### config.mk
export PLATFORM = sky130hd
export DESIGN_NAME = lc4_pipeline
export DESIGN_NICKNAME = d
export VERILOG_FILES = /design/src/design/lc4_pkg.sv /design/src/design/lc4_pipeline.sv /design/src/design/lc4_hazard_unit.sv /design/src/design/lc4_regfile.sv /design/src/design/lc4_alu.sv /design/src/design/lc4_decoder.sv
export SDC_FILE = /design/constraint.sdc
export NUM_CORES = 1
export LEC_CHECK = 0
export ABC_CLOCK_PERIOD_IN_PS = 6900
export BUFFER_PORTS_ARGS = -buffer_cell sky130_fd_sc_hd__buf_2
export CELL_PAD_IN_SITES_DETAIL_PLACEMENT = 1
export CELL_PAD_IN_SITES_GLOBAL_PLACEMENT = 1
export CORE_ASPECT_RATIO = 1.75
export CORE_MARGIN = 5
export CORE_UTILIZATION = 46
export CTS_CLUSTER_DIAMETER = 40
export DETAILED_ROUTE_END_ITERATION = 10
export MAX_ROUTING_LAYER = met4
export PLACE_DENSITY_LB_ADDON = 0.1
export SLEW_MARGIN = 20
export SYNTH_ARGS = -nofsm -noshare
export SYNTH_HDL_FRONTEND = slang
export SYNTH_SLANG_ARGS = --single-unit
### constraint.sdc
create_clock -name gwe -period 6.9 [get_ports gwe]
set_input_delay 0.345 -clock gwe [delete_from_list [all_inputs] [get_ports gwe]]
set_output_delay 0.345 -clock gwe [all_outputs]
set_load 0.005 [all_outputs]
### src/design/lc4_pkg.sv
package lc4_pkg;

    // data, address and instruction words
    typedef logic [15:0] word_t;
    typedef logic [2:0]  reg_idx_t;
    // one-hot condition code, n z p from msb to lsb
    typedef logic [2:0]  nzp_t;
    typedef logic [1:0]  stall_t;
    typedef logic [3:0]  opcode_t;
    // bypass source for an execute operand
    typedef logic [1:0]  byp_sel_t;

    localparam stall_t STALL_NONE   = 2'd0;
    localparam stall_t STALL_BRANCH = 2'd2;
    localparam stall_t STALL_LOAD   = 2'd3;

    localparam opcode_t OP_BR    = 4'b0000;
    localparam opcode_t OP_ARITH = 4'b0001;
    localparam opcode_t OP_LDR   = 4'b0110;
    localparam opcode_t OP_STR   = 4'b0111;
    localparam opcode_t OP_CONST = 4'b1001;

    localparam nzp_t NZP_N = 3'b100;
    localparam nzp_t NZP_Z = 3'b010;
    localparam nzp_t NZP_P = 3'b001;

    localparam byp_sel_t BYP_NONE = 2'd0;
    localparam byp_sel_t BYP_M    = 2'd1;
    localparam byp_sel_t BYP_W    = 2'd2;

    // decoded control, all zero is a bubble
    typedef struct packed {
        reg_idx_t rs;
        reg_idx_t rt;
        reg_idx_t rd;
        logic     rs_re;
        logic     rt_re;
        logic     rd_we;
        logic     nzp_we;
        logic     is_load;
        logic     is_store;
        logic     is_branch;
        word_t    insn;
    } ctrl_t;

    // what the instruction in writeback did this cycle
    typedef struct packed {
        word_t    pc;
        word_t    insn;
        logic     rd_we;
        reg_idx_t rd;
        word_t    wdata;
        logic     nzp_we;
        nzp_t     nzp;
        logic     dmem_we;
        word_t    dmem_addr;
        word_t    dmem_data;
        stall_t   stall;
    } trace_t;

endpackage
### src/design/lc4_pipeline.sv
module lc4_pipeline #(
    parameter lc4_pkg::word_t RESET_PC = 16'h8200
) (
    input  logic             gwe,
    input  logic             i_rst_n,
    output lc4_pkg::word_t   o_cur_pc,
    input  lc4_pkg::word_t   i_cur_insn,
    output lc4_pkg::word_t   o_dmem_addr,
    input  lc4_pkg::word_t   i_dmem_rdata,
    output logic             o_dmem_we,
    output lc4_pkg::word_t   o_dmem_wdata,
    output lc4_pkg::trace_t  o_trace
);
    import lc4_pkg::*;

    function automatic nzp_t nzp_of(input word_t value);
        return value[15] ? NZP_N : ((value == '0) ? NZP_Z : NZP_P);
    endfunction

    word_t    pc;
    nzp_t     nzp_reg;
    logic     stall_d, squash, st_sel_m;
    byp_sel_t rs_sel_x, rt_sel_x;

    // decode
    word_t    d_insn, d_pc, d_rs_data, d_rt_data;
    stall_t   d_stall;
    ctrl_t    d_dec_ctrl, d_ctrl;
    // execute
    ctrl_t    x_ctrl;
    word_t    x_pc, x_rs, x_rt, x_rs_fwd, x_rt_fwd, x_result;
    stall_t   x_stall;
    nzp_t     x_nzp;
    logic     x_taken, x_nzp_we;
    // memory
    ctrl_t    m_ctrl;
    word_t    m_pc, m_result, m_st_data, m_st_fwd;
    stall_t   m_stall;
    nzp_t     m_nzp;
    logic     m_mem;
    // writeback
    ctrl_t    w_ctrl;
    word_t    w_pc, w_result, w_mdata, w_wdata;
    stall_t   w_stall;
    nzp_t     w_nzp;
    logic     w_mem;

    lc4_decoder u_decoder (
        .i_insn (d_insn),
        .o_ctrl (d_dec_ctrl)
    );

    lc4_regfile u_regfile (
        .gwe       (gwe),
        .i_rst_n   (i_rst_n),
        .i_rs      (d_dec_ctrl.rs),
        .i_rt      (d_dec_ctrl.rt),
        .o_rs_data (d_rs_data),
        .o_rt_data (d_rt_data),
        .i_rd      (w_ctrl.rd),
        .i_wdata   (w_wdata),
        .i_we      (w_ctrl.rd_we)
    );

    lc4_hazard_unit u_hazard (
        .i_d_ctrl   (d_ctrl),
        .i_x_ctrl   (x_ctrl),
        .i_m_ctrl   (m_ctrl),
        .i_w_ctrl   (w_ctrl),
        .i_x_taken  (x_taken),
        .o_stall_d  (stall_d),
        .o_squash   (squash),
        .o_rs_sel_x (rs_sel_x),
        .o_rt_sel_x (rt_sel_x),
        .o_st_sel_m (st_sel_m)
    );

    lc4_alu u_alu (
        .i_insn    (x_ctrl.insn),
        .i_pc      (x_pc),
        .i_rs_data (x_rs_fwd),
        .i_rt_data (x_rt_fwd),
        .o_result  (x_result)
    );

    // a squashed or reset slot in decode carries no work
    assign d_ctrl = (d_stall == STALL_NONE) ? d_dec_ctrl : '0;

    assign x_rs_fwd = (rs_sel_x == BYP_M) ? m_result :
                      (rs_sel_x == BYP_W) ? w_wdata : x_rs;
    assign x_rt_fwd = (rt_sel_x == BYP_M) ? m_result :
                      (rt_sel_x == BYP_W) ? w_wdata : x_rt;
    assign x_nzp    = nzp_of(x_result);
    assign x_taken  = x_ctrl.is_branch && ((nzp_reg & x_ctrl.insn[11:9]) != '0);
    // a load sets nzp from memory one stage later
    assign x_nzp_we = x_ctrl.nzp_we && !x_ctrl.is_load;

    assign m_mem        = m_ctrl.is_load || m_ctrl.is_store;
    assign m_st_fwd     = st_sel_m ? w_wdata : m_st_data;
    assign o_dmem_addr  = m_mem ? m_result : '0;
    assign o_dmem_we    = m_ctrl.is_store;
    assign o_dmem_wdata = m_st_fwd;

    assign w_mem   = w_ctrl.is_load || w_ctrl.is_store;
    assign w_wdata = w_ctrl.is_load ? w_mdata : w_result;

    assign o_cur_pc = pc;

    always_ff @(posedge gwe) begin
        if (!i_rst_n) begin
            pc      <= RESET_PC;
            nzp_reg <= '0;
            d_insn  <= '0;
            d_pc    <= '0;
            d_stall <= STALL_BRANCH;
            x_ctrl  <= '0;
            x_pc    <= '0;
            x_stall <= STALL_BRANCH;
            m_ctrl  <= '0;
            m_pc    <= '0;
            m_stall <= STALL_BRANCH;
            w_ctrl  <= '0;
            w_pc    <= '0;
            w_stall <= STALL_BRANCH;
        end else begin
            if (squash) begin
                pc <= x_result;
            end else if (!stall_d) begin
                pc <= pc + 16'd1;
            end
            // fetch into decode
            if (squash) begin
                d_insn  <= '0;
                d_pc    <= '0;
                d_stall <= STALL_BRANCH;
            end else if (!stall_d) begin
                d_insn  <= i_cur_insn;
                d_pc    <= pc;
                d_stall <= STALL_NONE;
            end
            // execute takes a bubble on squash or load-to-use
            if (squash || stall_d) begin
                x_ctrl  <= '0;
                x_pc    <= '0;
                x_stall <= squash ? STALL_BRANCH : STALL_LOAD;
            end else begin
                x_ctrl  <= d_ctrl;
                x_pc    <= d_pc;
                x_stall <= d_stall;
            end
            m_ctrl  <= x_ctrl;
            m_pc    <= x_pc;
            m_stall <= x_stall;
            w_ctrl  <= m_ctrl;
            w_pc    <= m_pc;
            w_stall <= m_stall;
            // execute is younger than memory, so its write wins
            if (x_nzp_we) begin
                nzp_reg <= x_nzp;
            end else if (m_ctrl.is_load) begin
                nzp_reg <= nzp_of(i_dmem_rdata);
            end
        end
    end

    always_ff @(posedge gwe) begin
        x_rs      <= d_rs_data;
        x_rt      <= d_rt_data;
        m_result  <= x_result;
        m_st_data <= x_rt_fwd;
        m_nzp     <= x_nzp;
        w_result  <= m_result;
        // loaded word for loads, final store data otherwise
        w_mdata   <= m_ctrl.is_load ? i_dmem_rdata : m_st_fwd;
        w_nzp     <= m_ctrl.is_load ? nzp_of(i_dmem_rdata) : m_nzp;
    end

    always_comb begin
        o_trace           = '0;
        o_trace.pc        = w_pc;
        o_trace.insn      = w_ctrl.insn;
        o_trace.rd_we     = w_ctrl.rd_we;
        o_trace.rd        = w_ctrl.rd;
        o_trace.wdata     = w_wdata;
        o_trace.nzp_we    = w_ctrl.nzp_we;
        o_trace.nzp       = w_nzp;
        o_trace.dmem_we   = w_ctrl.is_store;
        o_trace.dmem_addr = w_mem ? w_result : '0;
        o_trace.dmem_data = w_mem ? w_mdata : '0;
        o_trace.stall     = w_stall;
    end

endmodule

### src/design/lc4_hazard_unit.sv
module lc4_hazard_unit (
    input  lc4_pkg::ctrl_t    i_d_ctrl,
    input  lc4_pkg::ctrl_t    i_x_ctrl,
    input  lc4_pkg::ctrl_t    i_m_ctrl,
    input  lc4_pkg::ctrl_t    i_w_ctrl,
    input  logic              i_x_taken,
    output logic              o_stall_d,
    output logic              o_squash,
    output lc4_pkg::byp_sel_t o_rs_sel_x,
    output lc4_pkg::byp_sel_t o_rt_sel_x,
    output logic              o_st_sel_m
);
    import lc4_pkg::*;

    logic load_use;

    // youngest producer wins; a load in M only has its address so far
    function automatic byp_sel_t pick_source(input logic re, input reg_idx_t idx,
                                             input ctrl_t m_ctrl, input ctrl_t w_ctrl);
        byp_sel_t sel;
        sel = BYP_NONE;
        if (re && m_ctrl.rd_we && !m_ctrl.is_load && m_ctrl.rd == idx) begin
            sel = BYP_M;
        end else if (re && w_ctrl.rd_we && w_ctrl.rd == idx) begin
            sel = BYP_W;
        end
        return sel;
    endfunction

    assign o_rs_sel_x = pick_source(i_x_ctrl.rs_re, i_x_ctrl.rs, i_m_ctrl, i_w_ctrl);
    assign o_rt_sel_x = pick_source(i_x_ctrl.rt_re, i_x_ctrl.rt, i_m_ctrl, i_w_ctrl);

    // store data catches a load result one stage late, in M
    assign o_st_sel_m = i_m_ctrl.is_store && i_w_ctrl.rd_we &&
                        (i_w_ctrl.rd == i_m_ctrl.rt);

    // load in X against decode; a branch waits for the load's nzp
    assign load_use = i_x_ctrl.is_load && i_x_ctrl.rd_we && (
                          (i_d_ctrl.rs_re && i_d_ctrl.rs == i_x_ctrl.rd) ||
                          (i_d_ctrl.rt_re && !i_d_ctrl.is_store &&
                           i_d_ctrl.rt == i_x_ctrl.rd) ||
                          i_d_ctrl.is_branch);

    // the squash throws decode away, so it takes priority
    assign o_squash  = i_x_taken;
    assign o_stall_d = load_use && !i_x_taken;

endmodule

### src/design/lc4_regfile.sv
module lc4_regfile (
    input  logic               gwe,
    input  logic               i_rst_n,
    input  lc4_pkg::reg_idx_t  i_rs,
    input  lc4_pkg::reg_idx_t  i_rt,
    output lc4_pkg::word_t     o_rs_data,
    output lc4_pkg::word_t     o_rt_data,
    input  lc4_pkg::reg_idx_t  i_rd,
    input  lc4_pkg::word_t     i_wdata,
    input  logic               i_we
);
    import lc4_pkg::*;

    word_t regs [8];

    always_ff @(posedge gwe) begin
        if (!i_rst_n) begin
            for (int i = 0; i < 8; i++) begin
                regs[i] <= '0;
            end
        end else if (i_we) begin
            regs[i_rd] <= i_wdata;
        end
    end

    // a write in this cycle is visible to decode right away
    assign o_rs_data = (i_we && i_rd == i_rs) ? i_wdata : regs[i_rs];
    assign o_rt_data = (i_we && i_rd == i_rt) ? i_wdata : regs[i_rt];

endmodule

### src/design/lc4_alu.sv
module lc4_alu (
    input  lc4_pkg::word_t i_insn,
    input  lc4_pkg::word_t i_pc,
    input  lc4_pkg::word_t i_rs_data,
    input  lc4_pkg::word_t i_rt_data,
    output lc4_pkg::word_t o_result
);
    import lc4_pkg::*;

    word_t imm5;
    word_t imm6;
    word_t imm9;

    // sign-extended immediates
    assign imm5 = {{11{i_insn[4]}}, i_insn[4:0]};
    assign imm6 = {{10{i_insn[5]}}, i_insn[5:0]};
    assign imm9 = {{7{i_insn[8]}}, i_insn[8:0]};

    always_comb begin
        case (i_insn[15:12])
            OP_BR:    o_result = i_pc + 16'd1 + imm9;
            OP_ARITH: begin
                if (i_insn[5]) begin
                    o_result = i_rs_data + imm5;
                end else if (i_insn[4]) begin
                    o_result = i_rs_data - i_rt_data;
                end else begin
                    o_result = i_rs_data + i_rt_data;
                end
            end
            // effective address for loads and stores
            OP_LDR,
            OP_STR:   o_result = i_rs_data + imm6;
            OP_CONST: o_result = imm9;
            default:  o_result = '0;
        endcase
    end

endmodule

### src/design/lc4_decoder.sv
module lc4_decoder (
    input  lc4_pkg::word_t i_insn,
    output lc4_pkg::ctrl_t o_ctrl
);
    import lc4_pkg::*;

    opcode_t opcode;

    assign opcode = i_insn[15:12];

    always_comb begin
        o_ctrl      = '0;
        o_ctrl.insn = i_insn;
        case (opcode)
            OP_BR: begin
                // needs only the nzp register, no gprs
                o_ctrl.is_branch = 1'b1;
            end
            OP_ARITH: begin
                // add, sub and add-immediate; mul and div stay no-ops
                if (i_insn[5] || !i_insn[3]) begin
                    o_ctrl.rd     = i_insn[11:9];
                    o_ctrl.rs     = i_insn[8:6];
                    o_ctrl.rt     = i_insn[2:0];
                    o_ctrl.rs_re  = 1'b1;
                    o_ctrl.rt_re  = !i_insn[5];
                    o_ctrl.rd_we  = 1'b1;
                    o_ctrl.nzp_we = 1'b1;
                end
            end
            OP_LDR: begin
                o_ctrl.rd      = i_insn[11:9];
                o_ctrl.rs      = i_insn[8:6];
                o_ctrl.rs_re   = 1'b1;
                o_ctrl.rd_we   = 1'b1;
                o_ctrl.nzp_we  = 1'b1;
                o_ctrl.is_load = 1'b1;
            end
            OP_STR: begin
                // store data comes from the rd field position
                o_ctrl.rt       = i_insn[11:9];
                o_ctrl.rs       = i_insn[8:6];
                o_ctrl.rs_re    = 1'b1;
                o_ctrl.rt_re    = 1'b1;
                o_ctrl.is_store = 1'b1;
            end
            OP_CONST: begin
                o_ctrl.rd     = i_insn[11:9];
                o_ctrl.rd_we  = 1'b1;
                o_ctrl.nzp_we = 1'b1;
            end
            default: ;
        endcase
    end

endmodule

# Word level (Yosys, flattened, before mapping)
# Memory sizes are Yosys's and may differ from the RTL's.
# Cells that the tools add are included.
[classes]
eq_ne = 22
mux = 48
n_bitwise = 3
addsub = 7
n_reduce_logical = 49
[ops]
columns = ["cell", "n"]
rows = [
  ["two-way mux 16 bit", 17],
  ["adder 16 bit", 4],
  ["one-hot mux 16 bit (4 select lines)", 1],
  ["adder 16 x 1 -> 16 bit, second input constant", 2],
  ["zero test 16 bit", 2],
  ["two-way mux 32 bit", 1],
  ["equality test 3 bit", 9],
  ["logical AND 1 bit", 22],
  ["two-way mux 3 bit", 6],
  ["one-hot mux 3 bit (2 select lines)", 3],
  ["equality test 4 x 3 -> 1 bit, second input constant", 4],
  ["OR reduction 16 bit", 1],
  ["subtractor 16 bit", 1],
  ["two-way mux 2 bit", 7],
  ["two-way mux 13 bit", 1],
  ["OR reduction 2 bit", 5],
  ["two-way mux 1 bit", 9],
  ["equality test 4 x 1 -> 1 bit, second input constant", 2],
  ["equality test 4 bit, second input constant", 2],
  ["zero test 4 bit", 2],
  ["zero test 1 bit", 6],
  ["logical OR 1 bit", 6],
  ["equality test 2 x 1 -> 1 bit, second input constant", 2],
  ["equality test 2 bit, second input constant", 2],
  ["10 further kinds", 12],
]
[word_totals]
reg_bits = 289
output_inout_bits = 140
ram_bits = 128
memories = 1
input_bits = 34
[memory_table]
columns = ["memory", "depth", "width", "read_ports", "rd_ports_with_merged_regs", "wr", "line", "source"]
rows = [
  ["u_regfile.regs", 8, 16, 2, 0, 8, "lc4_regfile.sv:14", "word_t regs [8];"],
]

# Depth between registers and ports, before layout
[depth]
depth_word = 15
ltp_mapped = 30
depth_no_buf = 26

# By module
# Synthesis repeated with hierarchy kept, for this count alone.
[unflattened]
hier_cells = 1937
hier_area_um2 = 21137.8
[modules_own_cells]
columns = ["module", "cells_per_inst", "seq_area_each_um2", "area_per_inst_um2", "instances"]
rows = [
  ["lc4_pipeline", 1051, 6065.8, 10592.7, 1],
  ["lc4_regfile", 446, 3843.7, 7440.9, 1],
  ["lc4_alu", 360, 0.0, 2498.6, 1],
  ["lc4_hazard_unit", 37, 0.0, 309.0, 1],
  ["lc4_decoder", 43, 0.0, 296.5, 1],
]

# Least setup slack after synthesis
# OpenSTA, ideal clock, no wires.
[synth_timing]
path_type = "flip-flop to flip-flop"
start = "register x_ctrl[26] (netlist bit)"
end = "register nzp_reg[1]"
stages_incl_launch_ff = 28
required_ns = 6.808
setup_slack_ns = 0.647
arrival_time_ns = 6.160
setup_ns = 0.092
path_cell_list = "dfxtp_1 xnor2_1 and4_1 clkbuf_2 clkbuf_1 clkbuf_1 a211oi_1 a21oi_1 ha_1 clkbuf_1 nor3b_1 nor2_1 xor2_1 a221oi_2 nand4_1 o21ai_0 o211ai_1 xnor2_1 o21ai_0 ha_1 a31oi_1 xnor2_1 a22oi_1 o21ai_1 or4_1 or4_1 or4_1 o32ai_1"
[synth_via]
elab_chain_cells = 15
word_cells_on_any_way = 19
classes_between = "2 x add/sub; 4 x eq/ne; 10 x mux; 3 x reduce/logical"
[synth_rtl]
columns = ["item", "line", "source"]
rows = [
  ["from (decl)", "lc4_pipeline.sv:30", "ctrl_t x_ctrl;"],
  ["from (signal assigned)", "lc4_pipeline.sv:147", "x_ctrl <= d_ctrl;"],
  ["equality test 3 bit", "lc4_hazard_unit.sv:24", "end else if (re && w_ctrl.rd_we && w_ctrl.rd == idx) begin"],
  ["logical AND 1 bit", "lc4_hazard_unit.sv:24", ""],
  ["two-way mux 2 bit", "lc4_hazard_unit.sv:24", ""],
  ["two-way mux 2 bit (*)", "lc4_hazard_unit.sv:22", "if (re && m_ctrl.rd_we && !m_ctrl.is_load && m_ctrl.rd == idx) begin"],
  ["equality test 2 bit", "lc4_pipeline.sv:92", "(rt_sel_x == BYP_W) ? w_wdata : x_rt;"],
  ["two-way mux 16 bit", "lc4_pipeline.sv:92", ""],
  ["two-way mux 16 bit (*)", "lc4_pipeline.sv:91", "assign x_rt_fwd = (rt_sel_x == BYP_M) ? m_result :"],
  ["adder 16 bit or subtractor 16 bit (tied branches)", "lc4_alu.sv:28, lc4_alu.sv:26", ""],
  ["two-way mux 16 bit (*)", "lc4_alu.sv:25", "end else if (i_insn[4]) begin"],
  ["two-way mux 16 bit (*)", "lc4_alu.sv:23", "if (i_insn[5]) begin"],
  ["one-hot mux 16 bit (4 select lines) (*)", "lc4_alu.sv:20", "case (i_insn[15:12])"],
  ["named net u_alu.o_result[7]", "lc4_alu.sv:6", "output lc4_pkg::word_t o_result"],
  ["zero test 16 bit (*)", "lc4_pipeline.sv:17", "return value[15] ? NZP_N : ((value == '0) ? NZP_Z : NZP_P);"],
  ["two-way mux 2 bit (*)", "lc4_pipeline.sv:17", ""],
  ["two-way mux 3 bit (*)", "lc4_pipeline.sv:17", ""],
  ["two-way mux 3 bit (*)", "lc4_pipeline.sv:158", "if (x_nzp_we) begin"],
  ["to (signal assigned)", "lc4_pipeline.sv:159", "nzp_reg <= x_nzp;"],
  ["to (signal assigned)", "lc4_pipeline.sv:161", "nzp_reg <= nzp_of(i_dmem_rdata);"],
  ["to (decl)", "lc4_pipeline.sv:21", "nzp_t nzp_reg;"],
]
# Mark *: on every way through the listed nets, which the timed path passes. The rest lies on a longest branch.
# A chain may end at the register's enable or synchronous reset.

# Final worst setup path
[layout_timing]
start = "register x_ctrl[27] (netlist bit)"
end = "register nzp_reg[1]"
# Same word-level chain as after synthesis.

==> impl_metrics.env <==
export IMPL_outcome="completed"
export IMPL_area_growth_pct=15.6
export IMPL_cts_setup_buffers=0
export IMPL_dieArea_um2=48500
export IMPL_clk_pin_slew_ps=70
export IMPL_drc=0
export IMPL_ys_flop_type="dfxtp_1"
export IMPL_finalSetupViolations=0
export IMPL_fin_nets=2437
export IMPL_end_kind="flop"
export IMPL_crit_top_cell="or4_1"
export IMPL_synth_area_leaders="dfxtp_1 (28%), edfxtp_1 (19%), nand2_1 (5.9%), and2_1 (3.9%), nor2_1 (3.9%)"
export IMPL_total_power_mw=5.99
export IMPL_die_h_um=288
export IMPL_fin_ws_ps=357
export IMPL_fin_area_um2=23400
export IMPL_clock_fmax_ghz=0.153
export IMPL_dp_hpwl_um=61200
export IMPL_cts_buffers_inserted=47
export IMPL_drv_slew=0
export IMPL_largest_register="u_regfile.regs"
export IMPL_grt_pass1_wl_um=118000
export IMPL_power_density_nw_per_um2=256
export IMPL_cap_violations=0
export IMPL_clock_path_buffers=3
export IMPL_crit_path_start_kind="flop"
export IMPL_path_cells="xnor2_2, a41oi_1, a211o_1, and2_1, ha_1, nor3b_1, nor2_1, xor2_1, a221oi_2, nand4_1, o21ai_0, o211ai_1, xnor2_1, o21ai_0, ha_1, a31oi_2, xnor2_1, a22oi_1, o21ai_1, or4_1, or4_1, or4_1, o32ai_1"
export IMPL_path_class="flop to flop"
export IMPL_antenna_found_initial=0
export IMPL_wirelength_um=81300
export IMPL_synth_distinct_cells=85
export IMPL_synth_seq_cells=413
export IMPL_root_buffer="clkbuf_16"
export IMPL_path_max_fanout=10
export IMPL_seq_area_frac_synth_pct=47.2
export IMPL_insertion_delay_ps=580
export IMPL_grt_pass1_vias=18700
export IMPL_gp_congestion=1.01
export IMPL_yosysTopAreaCell="dfxtp_1"
export IMPL_die_x_um=169
export IMPL_synth_edf_count=128
export IMPL_cts_sinks=413
export IMPL_start_util_pct=46.6
export IMPL_filler_cell_count=4985
export IMPL_critPathMaxStageDelay_ps=560
export IMPL_critPathArrivalTime_ps=7010
export IMPL_dpl_cell_area_um2=21700
export IMPL_rsz0062_at_grt="no"
export IMPL_ant_nets=0
export IMPL_critPathSlowestCell="or4_1"
export IMPL_dpl_worst_slack_ps=348
export IMPL_hold_viol=0
export IMPL_finalCritPeriodShare_pct=94.8
export IMPL_synth_top_area_share_pct=28.2
export IMPL_drive_gt1_share_pct=17.9
export IMPL_fp_row_count=101
export IMPL_wl_per_cell_um=27.4
export IMPL_route_vias_total=17900
export IMPL_largest_register_ffs=128
export IMPL_top_regs="u_regfile.regs (128), x_ctrl (31), m_ctrl (24)"
export IMPL_cts_htree_levels=2
export IMPL_viasPerCell=6.00
export IMPL_worst_hold_path_type="primary input to flop"
export IMPL_drtIter0Drc=1128
export IMPL_io_pins=174
export IMPL_synth_nets=2308
export IMPL_track_usage_pct=33.6
export IMPL_portBuffers=173
export IMPL_yosysWarnings=0
export IMPL_grt_max_degree=68
export IMPL_firstDrtPassIters=8
export IMPL_overflow=0
export IMPL_postSynthAreaPerCell_um2=9.04
export IMPL_period_needed_ps=6540
export IMPL_syn_area_um2=20200
export IMPL_async_flop_share_pct=0
export IMPL_worst_slew_pin_slew_ps=1120
export IMPL_core_area_um2=43500
export IMPL_holdWs_ps=20.9
export IMPL_cts_tree="built"
export IMPL_netlist_instances=2239
export IMPL_p_leak_nw=9.78
export IMPL_worstPathRequired_ps=7370
export IMPL_skew_ps=22.1
export IMPL_maxSlewHeadroom_pct=24.6
export IMPL_peakVddDrop_uv=233
export IMPL_final_setup_tns_ps=0
[layer usage]
metal | global-route usage (%) | up-vias | wire length [um]
li1 | - | 8037 | -
met1 | 31.2 | 8869 | 26900
met2 | 62.6 | 656 | 43400
met3 | 4.20 | 288 | 3770
met4 | 24.0 | 0 | 7280
met5 | - | - | 0
[timing repair]
| action | CTS | global route |
|---|---|---|
| gates resized for setup | 0 | 4 |
| hold buffers | 3 | 0 |
| endpoints found under the hold margin | 3 | 0 |
| endpoints found under the setup margin | 0 | 1 |
[cell usage in the layout, fill, tap and decap left out, types with 71 or more instances in the layout]
cell and n:
a21oi_1 134, and2_1 127, buf_2 172, buf_4 80
dfxtp_1 282, edfxtp_1 128, nand2_1 318, nand3_1 79
nor2_1 209, nor2b_1 71, o21ai_0 107
[cell families after synthesis]
group | share of synthesized area (%)
fa+ha+maj | 2.24
simple gates | 22.2
flops | 47.2
xor+xnor | 3.92
compound gates | 14.5
buf+inv | 4.79
mux | 5.23
[worst paths after layout]
path                         start                      end  slack [ps]  cells after the start
min reg2reg  m_stall[1]$_SDFF_PN1_    w_stall[1]$_SDFF_PN1_         410                      1
max          x_ctrl[27]$_SDFF_PP0_  nzp_reg[1]$_SDFFE_PN0P_         360                     23
max reg2reg  x_ctrl[27]$_SDFF_PP0_  nzp_reg[1]$_SDFFE_PN0P_         360                     23
min                 i_cur_insn[11]  d_insn[11]$_SDFFE_PP0N_          20                      3
[power breakdown]
group          total (mW)  switching (mW)  internal [mW]
Combinational       0.717           0.458          0.259
Clock                2.59            1.07           1.51
Sequential           2.69          0.0928           2.60
Total                5.99            1.63           4.37
[area by class of cell]
cell class | count | area, um2 | share of cell area [%]
Multi-Input combinational cell | 1603 | 9850 | 42.1
Antenna cell | 1 | 2.50 | 0.0107
Tap cell | 566 | 708 | 3.03
Inverter | 48 | 180 | 0.770
Timing Repair Buffer | 255 | 1490 | 6.37
Sequential cell | 413 | 9550 | 40.8
Clock inverter | 24 | 279 | 1.19
Clock buffer | 63 | 1350 | 5.76
[cell usage after synthesis, drive strengths merged, types with 13 or more instances]
| master | n |
|---|---|
| nand2 | 319 |
| nor4 | 13 |
| o211a | 15 |
| a31oi | 22 |
| nand2b | 16 |
| mux2i | 47 |
| o21ai | 112 |
| and2 | 127 |
| nor2b | 71 |
| inv | 48 |
| or3 | 13 |
| a311oi | 33 |
| and3 | 23 |
| clkbuf | 135 |
| a21o | 15 |
| dfxtp | 285 |
| edfxtp | 128 |
| mux2 | 50 |
| xor2 | 40 |
| nor3 | 22 |
| xnor2 | 48 |
| buf | 40 |
| o221ai | 19 |
| nor2 | 211 |
| nand3 | 79 |
| ha | 33 |
| a21oi | 135 |
[metrics by stage]
stage | utilization, % | cells
after floorplan | - | 2239
after global placement | 50.0 | 2882
after detailed placement | 50.0 | 2882
after CTS | 53.8 | 2972
after global routing | 53.8 | 2972
final | 53.9 | 2973
[critical path: cells and delay by family, from the launching register on]
family	cells	cell delay, ps
AO/OA/AOI/OAI	10	2300
AND/OR/NAND/NOR	7	2300
XOR/XNOR	4	820
flip-flops	1	390
adder cells (fa/ha/maj)	2	600
Power figures use the tool's default switching activity.
